**src/design/vaddr_pkg.sv**
```systemverilog
// Vector address generator package with shared widths, limits, enums and payload structs
`default_nettype none

package vaddr_pkg;

  ////////////////////////////////////////////////////////////////////////////
  // Widths and limits
  ////////////////////////////////////////////////////////////////////////////

  // Physical byte address width
  localparam int unsigned AddrWidth      = 32;
  // Element count width
  localparam int unsigned VlWidth        = 16;
  // Data bus width in bytes, and its log2 for the AXI size field
  localparam int unsigned AxiDataBytes   = 8;
  localparam int unsigned AxiSizeLog     = 3;
  // AXI incrementing bursts are limited to 256 beats
  localparam int unsigned MaxBurstBeats  = 256;
  // 4 KiB pages, a burst must stay inside one
  localparam int unsigned PageOffsetBits = 12;
  // Command queue towards the load/store units
  localparam int unsigned LsuQueueDepth  = 4;
  localparam int unsigned LsuPtrWidth    = $clog2(LsuQueueDepth);
  // One extra bit so that a full queue can be counted
  localparam int unsigned LsuCntWidth    = $clog2(LsuQueueDepth + 1);

  ////////////////////////////////////////////////////////////////////////////
  // Scalar types
  ////////////////////////////////////////////////////////////////////////////

  typedef logic [AddrWidth-1:0]   addr_t;
  typedef logic [VlWidth-1:0]     vlen_t;
  typedef logic [AddrWidth-1:0]   stride_t;
  // AXI length field holds beats minus one
  typedef logic [7:0]             beat_len_t;
  typedef logic [2:0]             ax_size_t;
  typedef logic [LsuPtrWidth-1:0] lsu_ptr_t;
  typedef logic [LsuCntWidth-1:0] lsu_cnt_t;

  // Element width, encoded as log2 of the element size in bytes
  typedef enum logic [1:0] {
    EW8  = 2'd0,
    EW16 = 2'd1,
    EW32 = 2'd2,
    EW64 = 2'd3
  } vew_e;

  ////////////////////////////////////////////////////////////////////////////
  // Payload structs
  ////////////////////////////////////////////////////////////////////////////

  // Vector memory instruction as it enters the unit
  typedef struct packed {
    addr_t   addr;
    vlen_t   vl;
    stride_t stride;
    vew_e    vew;
    logic    is_load;
    // Unit-stride accesses turn into incrementing bursts
    logic    unit_stride;
  } vec_req_t;

  // Checked instruction, handed from the frontend to the splitter
  typedef struct packed {
    addr_t   addr;
    vlen_t   vl;
    stride_t stride;
    vew_e    vew;
    logic    is_load;
    logic    unit_stride;
  } mem_desc_t;

  // AR/AW channel payload
  typedef struct packed {
    addr_t     addr;
    beat_len_t len;
    ax_size_t  size;
  } ax_req_t;

  // Command for the load/store units, one per issued AR/AW request
  typedef struct packed {
    addr_t     addr;
    beat_len_t len;
    ax_size_t  size;
    logic      is_load;
  } lsu_cmd_t;

endpackage

`default_nettype wire

```
**src/design/vaddr_frontend.sv**
```systemverilog
// Instruction frontend, registers a vector memory request, checks alignment and acknowledges
`timescale 1ns/1ns
`default_nettype none

module vaddr_frontend (
  input  wire logic                 clk_i,
  input  wire logic                 rst_ni,
  // Instruction interface
  input  vaddr_pkg::vec_req_t       req_i,
  input  wire logic                 req_valid_i,
  output logic                      req_ready_o,
  // Descriptor towards the burst splitter
  output vaddr_pkg::mem_desc_t      desc_o,
  output logic                      desc_valid_o,
  input  wire logic                 desc_ready_i,
  input  wire logic                 done_i,
  // Completion report
  output logic                      ack_o,
  output logic                      error_o
);

  typedef enum logic [2:0] {
    IDLE,
    CHECK,
    ISSUE,
    WAIT_DONE,
    REPLY
  } state_e;

  state_e               state_q, state_d;
  vaddr_pkg::mem_desc_t req_q;
  logic                 err_q, err_d;
  logic                 ready_q;
  logic                 accept;

  // Any set address bit below log2 of the element size is a misalignment
  function automatic logic is_misaligned(vaddr_pkg::addr_t addr, vaddr_pkg::vew_e vew);
    vaddr_pkg::addr_t mask;
    mask = (vaddr_pkg::addr_t'(1) << vew) - vaddr_pkg::addr_t'(1);
    return |(addr & mask);
  endfunction

  assign accept = req_valid_i && ready_q;

  always_comb begin
    state_d = state_q;
    err_d   = err_q;
    case (state_q)
      IDLE: begin
        if (accept) begin
          state_d = CHECK;
        end
      end
      CHECK: begin
        // Misaligned requests skip the splitter and reply right away
        err_d   = is_misaligned(req_q.addr, req_q.vew);
        state_d = err_d ? REPLY : ISSUE;
      end
      ISSUE: begin
        if (desc_ready_i) begin
          state_d = WAIT_DONE;
        end
      end
      WAIT_DONE: begin
        if (done_i) begin
          state_d = REPLY;
        end
      end
      REPLY: begin
        state_d = IDLE;
      end
      default: state_d = IDLE;
    endcase
  end

  always_ff @(posedge clk_i or negedge rst_ni) begin
    if (!rst_ni) begin
      state_q <= IDLE;
      err_q   <= 1'b0;
      ready_q <= 1'b0;
    end else begin
      state_q <= state_d;
      err_q   <= err_d;
      // Ready follows the idle state one edge late, so it stays low in reset
      ready_q <= (state_d == IDLE);
    end
  end

  // Instruction register
  always_ff @(posedge clk_i) begin
    if (accept) begin
      req_q.addr        <= req_i.addr;
      req_q.vl          <= req_i.vl;
      req_q.stride      <= req_i.stride;
      req_q.vew         <= req_i.vew;
      req_q.is_load     <= req_i.is_load;
      req_q.unit_stride <= req_i.unit_stride;
    end
  end

  assign req_ready_o  = ready_q;
  assign desc_o       = req_q;
  assign desc_valid_o = (state_q == ISSUE);
  assign ack_o        = (state_q == REPLY);
  assign error_o      = (state_q == REPLY) && err_q;

endmodule

`default_nettype wire

```
**src/design/burst_splitter.sv**
```systemverilog
// Burst splitter, turns a descriptor into page-safe AR/AW bursts or strided single beats
`timescale 1ns/1ns
`default_nettype none

module burst_splitter (
  input  wire logic                 clk_i,
  input  wire logic                 rst_ni,
  // Descriptor from the frontend
  input  vaddr_pkg::mem_desc_t      desc_i,
  input  wire logic                 desc_valid_i,
  output logic                      desc_ready_o,
  output logic                      done_o,
  // Read address channel
  output vaddr_pkg::ax_req_t        ar_o,
  output logic                      ar_valid_o,
  input  wire logic                 ar_ready_i,
  // Write address channel
  output vaddr_pkg::ax_req_t        aw_o,
  output logic                      aw_valid_o,
  input  wire logic                 aw_ready_i,
  // Command queue push side and status
  output logic                      push_o,
  output vaddr_pkg::lsu_cmd_t       push_cmd_o,
  input  vaddr_pkg::lsu_cmd_t       q_head_i,
  input  wire logic                 q_empty_i,
  input  wire logic                 q_full_i
);

  typedef enum logic [1:0] {
    IDLE,
    SETUP,
    REQUEST,
    NEXT
  } state_e;

  state_e             state_q, state_d;
  logic               done_q, done_d;

  // Descriptor fields that stay constant for the whole instruction
  logic               is_load_q;
  logic               unit_stride_q;
  vaddr_pkg::vew_e    vew_q;
  vaddr_pkg::stride_t stride_q;

  // Running address, remaining elements and the current chunk end
  vaddr_pkg::addr_t   cur_addr_q, cur_addr_d;
  vaddr_pkg::vlen_t   remaining_q, remaining_d;
  vaddr_pkg::addr_t   chunk_end_q, chunk_end_d;

  vaddr_pkg::addr_t   beat_mask;
  vaddr_pkg::addr_t   aligned_start;
  vaddr_pkg::addr_t   vec_end;
  vaddr_pkg::addr_t   burst_end;
  vaddr_pkg::addr_t   page_end;
  vaddr_pkg::addr_t   chunk_lim;
  vaddr_pkg::addr_t   chunk_elems;
  logic               last_chunk;

  vaddr_pkg::ax_req_t ax_req;
  logic               order_ok;
  logic               issue_ok;
  logic               ax_ready;
  logic               handshake;

  ////////////////////////////////////////////////////////////////////////////
  // Chunk limit
  ////////////////////////////////////////////////////////////////////////////

  assign beat_mask     = vaddr_pkg::addr_t'(vaddr_pkg::AxiDataBytes - 1);
  assign aligned_start = cur_addr_q & ~beat_mask;

  // Last bus beat that still holds an element of the vector
  assign vec_end = (cur_addr_q + (vaddr_pkg::addr_t'(remaining_q) << vew_q)
                    - vaddr_pkg::addr_t'(1)) | beat_mask;
  // Last byte of a maximum-length burst
  assign burst_end = aligned_start
                   + vaddr_pkg::addr_t'(vaddr_pkg::MaxBurstBeats * vaddr_pkg::AxiDataBytes)
                   - vaddr_pkg::addr_t'(1);
  // Last byte of the current page
  assign page_end = {cur_addr_q[vaddr_pkg::AddrWidth-1:vaddr_pkg::PageOffsetBits],
                     {vaddr_pkg::PageOffsetBits{1'b1}}};

  always_comb begin
    chunk_lim = vec_end;
    if (burst_end < chunk_lim) begin
      chunk_lim = burst_end;
    end
    if (page_end < chunk_lim) begin
      chunk_lim = page_end;
    end
  end

  // Elements inside the registered chunk, the start is element aligned
  assign chunk_elems = (chunk_end_q - cur_addr_q + vaddr_pkg::addr_t'(1)) >> vew_q;
  assign last_chunk  = chunk_elems >= vaddr_pkg::addr_t'(remaining_q);

  ////////////////////////////////////////////////////////////////////////////
  // Request issue
  ////////////////////////////////////////////////////////////////////////////

  always_comb begin
    ax_req.addr = cur_addr_q;
    if (unit_stride_q) begin
      ax_req.len  = vaddr_pkg::beat_len_t'((chunk_end_q - aligned_start) >>
                                           vaddr_pkg::AxiSizeLog);
      ax_req.size = vaddr_pkg::ax_size_t'(vaddr_pkg::AxiSizeLog);
    end else begin
      // One element per request, sized to the element
      ax_req.len  = '0;
      ax_req.size = vaddr_pkg::ax_size_t'(vew_q);
    end
  end

  // Channel switch only once the queue holds nothing of the other direction
  assign order_ok  = q_empty_i || (q_head_i.is_load == is_load_q);
  assign issue_ok  = (state_q == REQUEST) && !q_full_i && order_ok;
  assign ax_ready  = is_load_q ? ar_ready_i : aw_ready_i;
  assign handshake = issue_ok && ax_ready;

  assign ar_o       = ax_req;
  assign aw_o       = ax_req;
  assign ar_valid_o = issue_ok && is_load_q;
  assign aw_valid_o = issue_ok && !is_load_q;

  // Every handshake leaves a matching command for the load/store units
  assign push_o             = handshake;
  assign push_cmd_o.addr    = ax_req.addr;
  assign push_cmd_o.len     = ax_req.len;
  assign push_cmd_o.size    = ax_req.size;
  assign push_cmd_o.is_load = is_load_q;

  assign desc_ready_o = (state_q == IDLE);
  assign done_o       = done_q;

  ////////////////////////////////////////////////////////////////////////////
  // FSM
  ////////////////////////////////////////////////////////////////////////////

  always_comb begin
    state_d     = state_q;
    done_d      = 1'b0;
    cur_addr_d  = cur_addr_q;
    remaining_d = remaining_q;
    chunk_end_d = chunk_end_q;
    case (state_q)
      IDLE: begin
        if (desc_valid_i) begin
          cur_addr_d  = desc_i.addr;
          remaining_d = desc_i.vl;
          state_d     = SETUP;
        end
      end
      SETUP, NEXT: begin
        chunk_end_d = chunk_lim;
        // Empty vector, nothing to issue
        if (remaining_q == '0) begin
          done_d  = 1'b1;
          state_d = IDLE;
        end else begin
          state_d = REQUEST;
        end
      end
      REQUEST: begin
        if (handshake) begin
          if (unit_stride_q) begin
            cur_addr_d  = chunk_end_q + vaddr_pkg::addr_t'(1);
            remaining_d = last_chunk ? '0 : remaining_q - vaddr_pkg::vlen_t'(chunk_elems);
            done_d      = last_chunk;
          end else begin
            cur_addr_d  = cur_addr_q + stride_q;
            remaining_d = remaining_q - vaddr_pkg::vlen_t'(1);
            done_d      = (remaining_q == vaddr_pkg::vlen_t'(1));
          end
          state_d = done_d ? IDLE : NEXT;
        end
      end
      default: state_d = IDLE;
    endcase
  end

  always_ff @(posedge clk_i or negedge rst_ni) begin
    if (!rst_ni) begin
      state_q <= IDLE;
      done_q  <= 1'b0;
    end else begin
      state_q <= state_d;
      done_q  <= done_d;
    end
  end

  always_ff @(posedge clk_i) begin
    cur_addr_q  <= cur_addr_d;
    remaining_q <= remaining_d;
    chunk_end_q <= chunk_end_d;
    if (desc_valid_i && desc_ready_o) begin
      is_load_q     <= desc_i.is_load;
      unit_stride_q <= desc_i.unit_stride;
      vew_q         <= desc_i.vew;
      stride_q      <= desc_i.stride;
    end
  end

endmodule

`default_nettype wire

```
**src/design/lsu_cmd_queue.sv**
```systemverilog
// Command queue, circular buffer of issued AR/AW commands for the load/store units
`timescale 1ns/1ns
`default_nettype none

module lsu_cmd_queue (
  input  wire logic                 clk_i,
  input  wire logic                 rst_ni,
  // Push side from the splitter
  input  wire logic                 push_i,
  input  vaddr_pkg::lsu_cmd_t       cmd_i,
  output logic                      full_o,
  output logic                      empty_o,
  output vaddr_pkg::lsu_cmd_t       head_o,
  // Pop side towards the load/store units
  output vaddr_pkg::lsu_cmd_t       lsu_cmd_o,
  output logic                      lsu_cmd_valid_o,
  input  wire logic                 lsu_cmd_ready_i
);

  vaddr_pkg::lsu_cmd_t mem_q [vaddr_pkg::LsuQueueDepth];
  vaddr_pkg::lsu_ptr_t wr_ptr_q, rd_ptr_q;
  vaddr_pkg::lsu_cnt_t count_q;
  logic                do_push, do_pop;

  // Pointer step with wrap at the last entry
  function automatic vaddr_pkg::lsu_ptr_t ptr_inc(vaddr_pkg::lsu_ptr_t ptr);
    if (ptr == vaddr_pkg::lsu_ptr_t'(vaddr_pkg::LsuQueueDepth - 1)) begin
      return '0;
    end
    return ptr + vaddr_pkg::lsu_ptr_t'(1);
  endfunction

  assign full_o  = (count_q == vaddr_pkg::lsu_cnt_t'(vaddr_pkg::LsuQueueDepth));
  assign empty_o = (count_q == '0);

  assign do_push = push_i && !full_o;
  assign do_pop  = lsu_cmd_valid_o && lsu_cmd_ready_i;

  // Head is shared by the splitter ordering check and the pop side
  assign head_o          = mem_q[rd_ptr_q];
  assign lsu_cmd_o       = mem_q[rd_ptr_q];
  assign lsu_cmd_valid_o = !empty_o;

  always_ff @(posedge clk_i or negedge rst_ni) begin
    if (!rst_ni) begin
      wr_ptr_q <= '0;
      rd_ptr_q <= '0;
      count_q  <= '0;
    end else begin
      if (do_push) begin
        wr_ptr_q <= ptr_inc(wr_ptr_q);
      end
      if (do_pop) begin
        rd_ptr_q <= ptr_inc(rd_ptr_q);
      end
      // Simultaneous push and pop leaves the fill level unchanged
      case ({do_push, do_pop})
        2'b10:   count_q <= count_q + vaddr_pkg::lsu_cnt_t'(1);
        2'b01:   count_q <= count_q - vaddr_pkg::lsu_cnt_t'(1);
        default: count_q <= count_q;
      endcase
    end
  end

  always_ff @(posedge clk_i) begin
    if (do_push) begin
      mem_q[wr_ptr_q] <= cmd_i;
    end
  end

endmodule

`default_nettype wire

```
**src/design/vaddr_gen_top.sv**
```systemverilog
// Vector memory address generator top, frontend into burst splitter with command queue
`timescale 1ns/1ns
`default_nettype none

module vaddr_gen_top (
  input  wire logic                 clk_i,
  input  wire logic                 rst_ni,
  // Instruction interface
  input  vaddr_pkg::vec_req_t       req_i,
  input  wire logic                 req_valid_i,
  output logic                      req_ready_o,
  output logic                      ack_o,
  output logic                      error_o,
  // Read and write address channels
  output vaddr_pkg::ax_req_t        ar_o,
  output logic                      ar_valid_o,
  input  wire logic                 ar_ready_i,
  output vaddr_pkg::ax_req_t        aw_o,
  output logic                      aw_valid_o,
  input  wire logic                 aw_ready_i,
  // Commands for the load/store units
  output vaddr_pkg::lsu_cmd_t       lsu_cmd_o,
  output logic                      lsu_cmd_valid_o,
  input  wire logic                 lsu_cmd_ready_i
);

  // Frontend to splitter
  vaddr_pkg::mem_desc_t desc;
  logic                 desc_valid;
  logic                 desc_ready;
  logic                 done;

  // Splitter to queue
  logic                 push;
  vaddr_pkg::lsu_cmd_t  push_cmd;
  vaddr_pkg::lsu_cmd_t  q_head;
  logic                 q_empty;
  logic                 q_full;

  vaddr_frontend u_frontend (
    .clk_i        (clk_i),
    .rst_ni       (rst_ni),
    .req_i        (req_i),
    .req_valid_i  (req_valid_i),
    .req_ready_o  (req_ready_o),
    .desc_o       (desc),
    .desc_valid_o (desc_valid),
    .desc_ready_i (desc_ready),
    .done_i       (done),
    .ack_o        (ack_o),
    .error_o      (error_o)
  );

  burst_splitter u_splitter (
    .clk_i        (clk_i),
    .rst_ni       (rst_ni),
    .desc_i       (desc),
    .desc_valid_i (desc_valid),
    .desc_ready_o (desc_ready),
    .done_o       (done),
    .ar_o         (ar_o),
    .ar_valid_o   (ar_valid_o),
    .ar_ready_i   (ar_ready_i),
    .aw_o         (aw_o),
    .aw_valid_o   (aw_valid_o),
    .aw_ready_i   (aw_ready_i),
    .push_o       (push),
    .push_cmd_o   (push_cmd),
    .q_head_i     (q_head),
    .q_empty_i    (q_empty),
    .q_full_i     (q_full)
  );

  lsu_cmd_queue u_cmd_queue (
    .clk_i           (clk_i),
    .rst_ni          (rst_ni),
    .push_i          (push),
    .cmd_i           (push_cmd),
    .full_o          (q_full),
    .empty_o         (q_empty),
    .head_o          (q_head),
    .lsu_cmd_o       (lsu_cmd_o),
    .lsu_cmd_valid_o (lsu_cmd_valid_o),
    .lsu_cmd_ready_i (lsu_cmd_ready_i)
  );

endmodule

`default_nettype wire

```
**config.mk**
```make
export PLATFORM = sky130hd
export DESIGN_NAME = vaddr_gen_top
export DESIGN_NICKNAME = d
export VERILOG_FILES = /design/src/design/vaddr_pkg.sv /design/src/design/vaddr_frontend.sv /design/src/design/burst_splitter.sv /design/src/design/lsu_cmd_queue.sv /design/src/design/vaddr_gen_top.sv
export SDC_FILE = /design/constraint.sdc
export NUM_CORES = 1
export LEC_CHECK = 0
export BUFFER_PORTS_ARGS = -buffer_cell sky130_fd_sc_hd__buf_2
export CELL_PAD_IN_SITES_DETAIL_PLACEMENT = 0
export CELL_PAD_IN_SITES_GLOBAL_PLACEMENT = 1
export CORE_UTILIZATION = 45
export CTS_BUF_LIST = sky130_fd_sc_hd__clkbuf_4 sky130_fd_sc_hd__clkbuf_8
export CTS_CLUSTER_SIZE = 24
export DETAILED_ROUTE_END_ITERATION = 12
export GPL_ROUTABILITY_DRIVEN = 0
export PLACE_DENSITY_LB_ADDON = 0.1
export REMOVE_ABC_BUFFERS = 1
export SETUP_SLACK_MARGIN = 0.15
export SKIP_LAST_GASP = 1
export SLEW_MARGIN = 20
export SYNTH_ARGS = -nofsm -noshare
export SYNTH_HDL_FRONTEND = slang
export SYNTH_SLANG_ARGS = --single-unit
```
**constraint.sdc**
```tcl
create_clock -name clk_i -period 14.6 [get_ports clk_i]
set_clock_uncertainty 0.05 [all_clocks]
set_input_delay 1.46 -clock clk_i [delete_from_list [all_inputs] [get_ports clk_i]]
set_output_delay 1.46 -clock clk_i [all_outputs]
set_load 0.01 [all_outputs]
```
Yosys cells after proc, flatten, opt, wreduce, memory -nomap -nowiden. Memory sizes are Yosys's and may differ from the RTL's. Index checks and enable logic that the tools add are counted.

Register bits: 215. Bits in latches: 0. Bits in writable memories: 176. Memory bits (read-only): 0. Bits of input ports: 90. Output and inout port bits: 136. Word-level logic and storage cells: 127. Memories kept: 1.

Memories: u_cmd_queue.mem_q (depth 4, width 44, read ports 1, clocked after memory_dff 0, wr ports 1, RTL line lsu_cmd_queue.sv:20) `vaddr_pkg::lsu_cmd_t mem_q [vaddr_pkg::LsuQueueDepth];`.

$add $sub $neg: 16. Multiply operators: 0. Div/mod/pow operators: 0. Magnitude comparators: 3. Equal/unequal tests: 16. Shifts and indexed selects: 3. Muxes and demuxes: 40. Bitwise logic cells: 1. Reduce and logical (&&, ||, !) cells: 25.

Operators with widths (count): $mux 32 (5); $sub 32x1->32 const B (3); $add 32x1->32 const B (2); $add 32x32->32 (2); $lt 32x32->1 (2); $mux 16 (4); $pmux 32 s2 (1); $add 32x12->32 const B (1); $and 32x32->32 (1); $ge 32x16->1 (1); $pmux 16 s2 (1); $reduce_or 32->1 (1); $shl 1x2->32 const A (1); $shl 16x2->32 (1); $shr 32x2->32 (1); $sub 32x32->32 (1); $eq 16x1->1 const B (1); $logic_not 16->1 (1); $mux 2 (8); $sub 16x1->16 const B (1); $sub 16x16->16 (1); $mux 1 (12); $mux 3 (4); $pmux 3 s4 (1); other kinds (24) (47).

Logic depth before layout (Yosys ltp). Gate-level depths: netlist (run 1).

Depth after elaboration: 10. Depth in mapped cells: 46. Depth with buffers taken out: 40.

Cells and area by module. A second synthesis (run 1) with hierarchy kept.

Cell total of the unflattened synthesis: 2305. Area total of the unflattened synthesis: 25818.5 um2.

By module, submodules not included: burst_splitter (instances 1, cells an instance 1860, area each 15700.1 um2, seq. area each 3468.3 um2); lsu_cmd_queue (instances 1, cells an instance 315, area each 7201.9 um2, seq. area each 5460.2 um2); vaddr_frontend (instances 1, cells an instance 130, area each 2916.5 um2, seq. area each 2647.5 um2).

Worst setup path before layout (run 1). OpenSTA, ideal clock, no wires.

Path type: reg-to-reg. Start: register u_splitter.vew_q[0]. End: register u_splitter.chunk_end_q[18] (data pin). Setup time: 0.262 ns. Arrival time: 8.041 ns. Data required time: 14.288 ns. Path slack: 6.247 ns. Cell stages (with the launch flop): 43. Path buffers: 5. Period minus slack after synthesis: 8.353 ns. Path through: edfxtp_1 buf_2 buf_1 clkbuf_1 nand2_1 o211a_1 a21oi_1 inv_1 ha_1 inv_1 ha_1 a21oi_1 nand2_1 a31oi_1 o21ai_0 a21oi_1 inv_1 a21oi_1 (+7 left out) nor2_1 a211o_1 nand3_1 clkbuf_1 a21oi_1 a21oi_1 ha_1 a21o_1 a21o_1 a21o_1 a21o_1 a21oi_1 nor2_1 a2111oi_0 a21oi_1 o21ba_1 buf_6 mux2_1.

Longest elaborated chain between the ends: 7.

Ends and longest elaborated chain: start: declaration (RTL line burst_splitter.sv:42) `vaddr_pkg::vew_e vew_q;`; start signal: assignment (RTL line burst_splitter.sv:198) `vew_q <= desc_i.vew;`; $shl 16x2->32 (*) (RTL line burst_splitter.sv:73) `assign vec_end = (cur_addr_q + (vaddr_pkg::addr_t'(remaining_q) << vew_q)`; $add 32x32->32 (*) (RTL line burst_splitter.sv:73); $sub 32x1->32 (*) (RTL line burst_splitter.sv:74) `- vaddr_pkg::addr_t'(1)) | beat_mask;`; $lt 32x32->1 (RTL line burst_splitter.sv:85) `if (burst_end < chunk_lim) begin`; $mux 32 (*) (RTL line burst_splitter.sv:85); $lt 32x32->1 (RTL line burst_splitter.sv:88) `if (page_end < chunk_lim) begin`; $mux 32 (*) (RTL line burst_splitter.sv:88); named net u_splitter.chunk_lim[18] (RTL line burst_splitter.sv:55) `vaddr_pkg::addr_t chunk_lim;`; end signal: assignment (RTL line burst_splitter.sv:194) `chunk_end_q <= chunk_end_d;`; end: declaration (RTL line burst_splitter.sv:48) `vaddr_pkg::addr_t chunk_end_q, chunk_end_d;`.

The timed path passes the listed nets; every way through them passes the cells marked *. A chain may end at the register's enable or synchronous reset.

Worst setup path in the final report (run 1).
Start: register u_splitter.vew_q[1]. End: register u_splitter.chunk_end_q[24] (data pin).

The elaborated chain is that of the path after synthesis.

==> out/summary.txt, run 1 <==
Mapped Area = 24,600 um2
Hold EP = u_splitter.stride_q[27]
Pre-CTS WS = 4.38 ns
Number of global-route vias before repair = 17,314
Register area share after synthesis = 46.5%
Fin crit period = 10.32 ns
Routed Antenna Nets = 0
Tightest Pin Transition = 1.02 ns
Max-slew violations = 0
Final hold slack = 0.365 ns
Syn Area/Cell = 11.3 um2
Fill cell count = 4,844
Post-CTS Hold Fix Bufs = 0
RR Startpoint = u_splitter.vew_q[1]
CTS tree = built
Syn Inst Count = 2,169
Root buffer cell = clkbuf_8
Req. time, crit path = 14.94 ns
Via count = 17,612
Register Area = 11,500 um2
Largest area contributor in the netlist = edfxtp_1
GRT Total Usage = 24.0%
Setup TNS after final layout = 0 ns
Netlist cell types = 98
Clock transition at the registers of the reported paths = 0.07 ns
Remaining DRCs = 0
Worst Hold Depth = 0
Crit path kind = reg2reg
Die ar. = 55,600 um2
Top_reg_cell synth = edfxtp_1
Outcome = finished, final reports clean
Starting Density = 45.6%
Reg2Reg Setup Slack = 4.28 ns
Ports = 226
Main area contributors after synthesis = edfxtp_1, ha_1, mux4_2, xnor2_1, a21oi_1
Antenna violations before repair = 0
Flops & latches, synth = 384
Drt first pass iters = 5
CP peak stage delay = 0.79 ns
Routed WL = 66,800 um
Sink Count = 384
CP endpoint kind = flop
Slew margin rel. = 31.7%
Row Count = 85
Cts repair resizes = 0
Crit Path Max Fanout = 40
Unrepaired setup endpoints after global routing = false
Final core utilization = 51.1%
Yosys warning count = 0
Share of post-route cells with drive strength above 1 = 19.3%
Final global-route overflow total = 0
Worst Setup Start Kind = flop
Die extent in x = 236 um
Area occupied by multi-input gates = 11,900 um2
RR Endpoint = u_splitter.chunk_end_q[24]
Worst r2r path cells = 34
Finish-stage setup viols = 0
H-tree Lvls = 3
Total CTS buffers = 68
Crit share post-route = 70.7%
Largest net degree at the start of global routing = 61
Final HPWL from detailed placement = 49,800 um
Post-CTS Setup Repair Bufs = 0
Clock latency on the worst-skew pair = 0.65 ns
Port Buf Inserts = 222
Core area = 53,900 um2
First-pass GRT wire length = 102,000 um
Share of the synthesized area in the top cell type = 45.0%
Crit path max-delay cell type = a2111oi_0
EDFF count, synth = 369
Area Overhead vs Synth = 12.1%
HP Start = u_frontend.desc_o[31]
CP most frequent cell = a21oi_1
Most common cell in the synthesized netlist = edfxtp_1
Initial drt markers = 1,311
Ys async rst share = 3.91%
Critical Path AT = 10.66 ns
Fin. Hold Viols = 0
Worst min path class = reg2reg
Final nets = 2,718
Peak Freq = 96.9 MHz
CTS max path bufs = 3
Post-DR vias/cell = 5.62
WL/cell = 21.3 um
Final setup margin = 4.28 ns
Die height = 236 um
Max_cap viols = 0
Commonest cells in the netlist = edfxtp_1, ha_1, inv_1
## how the worst max path moves through the flow
stage	start	endpoint	slack, ns	cells after the start
after floorplan	u_splitter.vew_q[0]	u_splitter.chunk_end_q[18]	5.04	36
after global placement	u_splitter.vew_q[1]	u_splitter.chunk_end_q[24]	4.78	36
after detailed placement	u_splitter.vew_q[0]	u_splitter.chunk_end_q[24]	4.38	34
after CTS	u_splitter.vew_q[1]	u_splitter.chunk_end_q[18]	4.33	34
after global routing	u_splitter.vew_q[1]	u_splitter.chunk_end_q[18]	3.56	34
final	u_splitter.vew_q[1]	u_splitter.chunk_end_q[24]	4.28	34
## state kept, by name (all words and copies together), names as in the netlist
register	flops
u_frontend.desc_o	84
u_cmd_queue.mem_q	172
u_splitter.vew_q	2
u_cmd_queue.wr_ptr_q	2
u_splitter.is_load_q	1
u_splitter.cur_addr_q	32
u_splitter.unit_stride_q	1
u_cmd_queue.count_q	3
u_frontend.err_q	1
u_cmd_queue.rd_ptr_q	2
u_frontend.state_q	3
u_splitter.remaining_q	16
u_frontend.req_ready_o	1
u_splitter.chunk_end_q	29
u_splitter.stride_q	32
u_splitter.done_o	1
u_splitter.state_q	2
## per-stage QoR
stage | std cells | instance area, um2
floorplan | 2068 | 24000
global placement | 3010 | 26200
detailed placement | 3010 | 26200
CTS | 3130 | 27600
global route | 3130 | 27600
finish | 3132 | 27600
## worst max-delay path, delay by kind of cell (launching register included)
family          cells  cell delay, ns
compound gates     18            5.36
buf+inv             6            1.48
fa+ha+maj           4            1.06
mux                 2            0.81
simple gates        3            0.64
flops               1            0.32
xor+xnor            1            0.29
## per-layer routing
metal | global-route usage, % | part of all wire [%] | vias up
met5 | 0 | 0 | -
met3 | 2.82 | 5.2 | 75
li1 | - | - | 8458
met2 | 36.7 | 44 | 486
met4 | 7.15 | 2.0 | 0
met1 | 35.6 | 48 | 8593
## kinds of logic after synthesis
group | after synthesis | share of synthesized area (%)
muxes | 104 | 6.74
xor gates and xnor gates | 144 | 5.12
and+or+nand+nor | 497 | 10.2
DFF | 384 | 46.5
other | 1 | 0.0152
buffers and inverters | 286 | 5.21
adders and majority gates | 244 | 12.7
AOI/OAI and AO/OA | 509 | 13.5
## area by class of cell
class	count	share of cell area, %
multi-input combinational	1501	43.1
tap	696	3.16
clock inverter	30	0.939
timing repair buffer	246	4.68
clock buffer	90	4.04
sequential	384	41.6
inverter	183	2.50
antenna	2	0.0181
## cell usage in the layout (no fill, tap or decap), types with 19 or more instances in the layout
cell,Yosys,final
buf_2,5,222
clkbuf_4,0,20
edfxtp_1,369,369
o21a_1,22,22
nand3_1,52,52
ha_1,235,235
nand4_1,19,19
mux2i_1,46,46
xnor2_1,100,100
nor2_1,101,101
o21ai_0,110,110
clkbuf_8,0,70
nor3_1,35,35
xor2_1,44,44
a21oi_1,140,140
a21o_1,61,61
nand2_1,133,133
mux4_2,48,48
inv_1,182,180
or3_1,20,20
buf_4,45,24
Power of run 1 is left out: the tool's default activity adds up to more than one toggle a clock period on the data nets, which glitch-free logic cannot reach.
==> run 2: changes to the inputs <==
--- a/config.mk
+++ b/config.mk
@@ -5,6 +5,7 @@
 export SDC_FILE = /design/constraint.sdc
 export NUM_CORES = 1
 export LEC_CHECK = 0
+export ABC_AREA = 1
 export BUFFER_PORTS_ARGS = -buffer_cell sky130_fd_sc_hd__buf_2
 export CELL_PAD_IN_SITES_DETAIL_PLACEMENT = 0
 export CELL_PAD_IN_SITES_GLOBAL_PLACEMENT = 1
==> constraint.sdc (replaced) <==
create_clock -name clk_i -period 10.4 [get_ports clk_i]
set_clock_uncertainty 0.05 [all_clocks]
set_input_delay 1.04 -clock clk_i [delete_from_list [all_inputs] [get_ports clk_i]]
set_output_delay 1.04 -clock clk_i [all_outputs]
set_load 0.01 [all_outputs]
==> run 2 against run 1 <==
  * Core utilization rose by 0.36 points
  * Via count is 16% higher
  * Area after synthesis increased by 2.1%
  * Synthesized cell count up 30%
  * Register-to-register slack got worse by 2.8 ns
  * Critical path depth grew 4
  * Routed wire length rose by 6.8%
  * Critical endpoint is now u_splitter.chunk_end_q[8]
==> out/summary.txt, run 2 <==
Outcome = finished, final reports clean
Remaining DRCs = 0
Number of global-route vias before repair = 19,818
Critical Path AT = 9.22 ns
Starting Density = 45.6%
RR Startpoint = u_splitter.vew_q[0]
Largest family of logic cells by synthesized area = simple AND/OR/NAND/NOR gates
Req. time, crit path = 10.70 ns
Via count = 20,450
Routed WL = 71,300 um
Most frequent cells in the layout = nand2_1, edfxtp_1, inv_1, o21ai_0, nor2_1
Die ar. = 56,800 um2
Crit Path Max Fanout = 36
CP peak stage delay = 0.99 ns
Synth Area in XOR/XNOR = 3.21%
CTS max path bufs = 3
Synth Area in Compound Gates = 14.5%
Cts repair resizes = 0
Final global-route overflow total = 0
CP endpoint kind = flop
Initial drt markers = 1,486
Post-CTS Setup Repair Bufs = 0
Netlist cell types = 60
Fill cell count = 5,362
Max_cap viols = 0
Largest area contributor in the netlist = edfxtp_1
CP Buf/Inv Count = 6
EDFF count, synth = 369
Peak Freq = 112 MHz
Slew margin rel. = 34.8%
CTS tree = built
Synth Area in Simple Gates = 16.0%
Flops & latches, synth = 384
Mapped Area = 25,100 um2
Core area = 55,100 um2
Final nets = 3,357
Post-CTS Hold Fix Bufs = 0
Worst min path class = in2async
Largest net degree at the start of global routing = 86
Antenna violations before repair = 1
RR Endpoint = u_splitter.chunk_end_q[8]
Crit path kind = reg2reg
Fin crit period = 8.91 ns
Die extent in x = 238 um
Largest register FFs = 172
Most common cell in the synthesized netlist = nand2_1
Share of the synthesized area in the top cell type = 44.1%
Syn Area/Cell = 8.93 um2
Tightest Pin Transition = 0.978 ns
GRT Total Usage = 25.1%
Syn Inst Count = 2,816
Clock latency on the worst-skew pair = 0.66 ns
Post-DR vias/cell = 5.34
Routed Antenna Nets = 0
Drt first pass iters = 5
H-tree Lvls = 3
Yosys warning count = 0
Area Overhead vs Synth = 12.9%
CP most frequent cell = inv_1
CP delay by family, top = simple AND/OR/NAND/NOR gates
Largest Register = u_cmd_queue.mem_q
Crit share post-route = 85.7%
Final HPWL from detailed placement = 53,600 um
First-pass GRT wire length = 110,000 um
Adder-cell share of the synthesized area = 12.4%
Max-slew violations = 0
Main area contributors after synthesis = edfxtp_1, ha_1, nand2_1, o21ai_0, inv_1
WL/cell = 18.6 um
Top_reg_cell synth = edfxtp_1
Worst r2r path cells = 38
Fin. Hold Viols = 0
Share of post-route cells with drive strength above 1 = 14.0%
Commonest non-fill, non-tap cell in the layout = nand2_1
Worst Setup Start Kind = flop
Sink Count = 384
Row Count = 86
Post-synthesis mux area share = 0.358%
Ports = 226
Total CTS buffers = 69
Register area share after synthesis = 45.6%
Crit path max-delay cell type = edfxtp_1
Unrepaired setup endpoints after global routing = false
Reg2Reg Setup Slack = 1.49 ns
Commonest cells in the netlist = nand2_1, edfxtp_1, inv_1
Ys async rst share = 3.91%
Root buffer cell = clkbuf_8
Clock transition at the registers of the reported paths = 0.07 ns
Finish-stage setup viols = 0
Port Buf Inserts = 222
Die height = 238 um
Setup TNS after final layout = 0 ns
run 2: cell type report:
cell class              count  area [um2]  area share [%]
well taps                 748         936            3.30
repair buffers            251        1330            4.68
diodes                      2        5.00          0.0176
inverters                 361        1360            4.80
multi-input cells        1956       11700            41.3
clock inverters            41         467            1.64
clock buffers              85        1100            3.88
flip-flops and latches    384       11500            40.4
run 2: layer usage:
metal | part of all wire (%) | up-vias | global-route usage (%)
li1 | - | 10107 | -
met2 | 45 | 578 | 39.5
met3 | 5.5 | 72 | 3.11
met5 | 0 | - | 0
met4 | 1.6 | 0 | 6.74
met1 | 48 | 9693 | 36.4
run 2: worst max-delay path by stage:
stage                              startpoint  slack (ns)                    endpoint  cells after the start
after CTS                 u_splitter.vew_q[0]        1.58   u_splitter.chunk_end_q[8]                     36
after detailed placement  u_splitter.vew_q[0]        1.62   u_splitter.chunk_end_q[8]                     36
after floorplan           u_splitter.vew_q[0]        2.79  u_splitter.chunk_end_q[12]                     43
after global placement    u_splitter.vew_q[0]        1.86   u_splitter.chunk_end_q[4]                     42
after global routing      u_splitter.vew_q[0]        0.66   u_splitter.chunk_end_q[7]                     42
final                     u_splitter.vew_q[0]        1.49   u_splitter.chunk_end_q[8]                     38
run 2: worst reg2reg max path, delay by kind of cell (launching register included):
family | cells | cell delay (ns)
xor gates and xnor gates | 1 | 0.19
buffers and inverters | 6 | 0.77
adders and majority gates | 4 | 1.32
AOI/OAI and AO/OA | 9 | 2.12
and+or+nand+nor | 18 | 3.18
DFF | 1 | 0.99
run 2: cell families after synthesis:
group | Yosys count
buffers and inverters | 478
multiplexers | 9
flip-flops | 384
AND/OR/NAND/NOR | 953
XOR/XNOR | 92
AO/OA/AOI/OAI | 655
other | 1
adder cells (fa/ha/maj) | 244
run 2: per-stage QoR:
stage | hold WS (ns) | util, % | cell area, um2 | setup WS [ns] | cells
final | 0.269 | 51.5 | 28400 | 1.49 | 3828
after global placement | 0.351 | 48.7 | 26800 | 1.86 | 3700
after CTS | 0.224 | 51.5 | 28400 | 1.58 | 3826
after detailed placement | 0.355 | 48.7 | 26800 | 1.62 | 3700
after floorplan | 0.350 | - | 24500 | 2.79 | 2701
after global routing | 0.256 | 51.5 | 28400 | 0.659 | 3828
Power of run 2 is left out for the same reason.
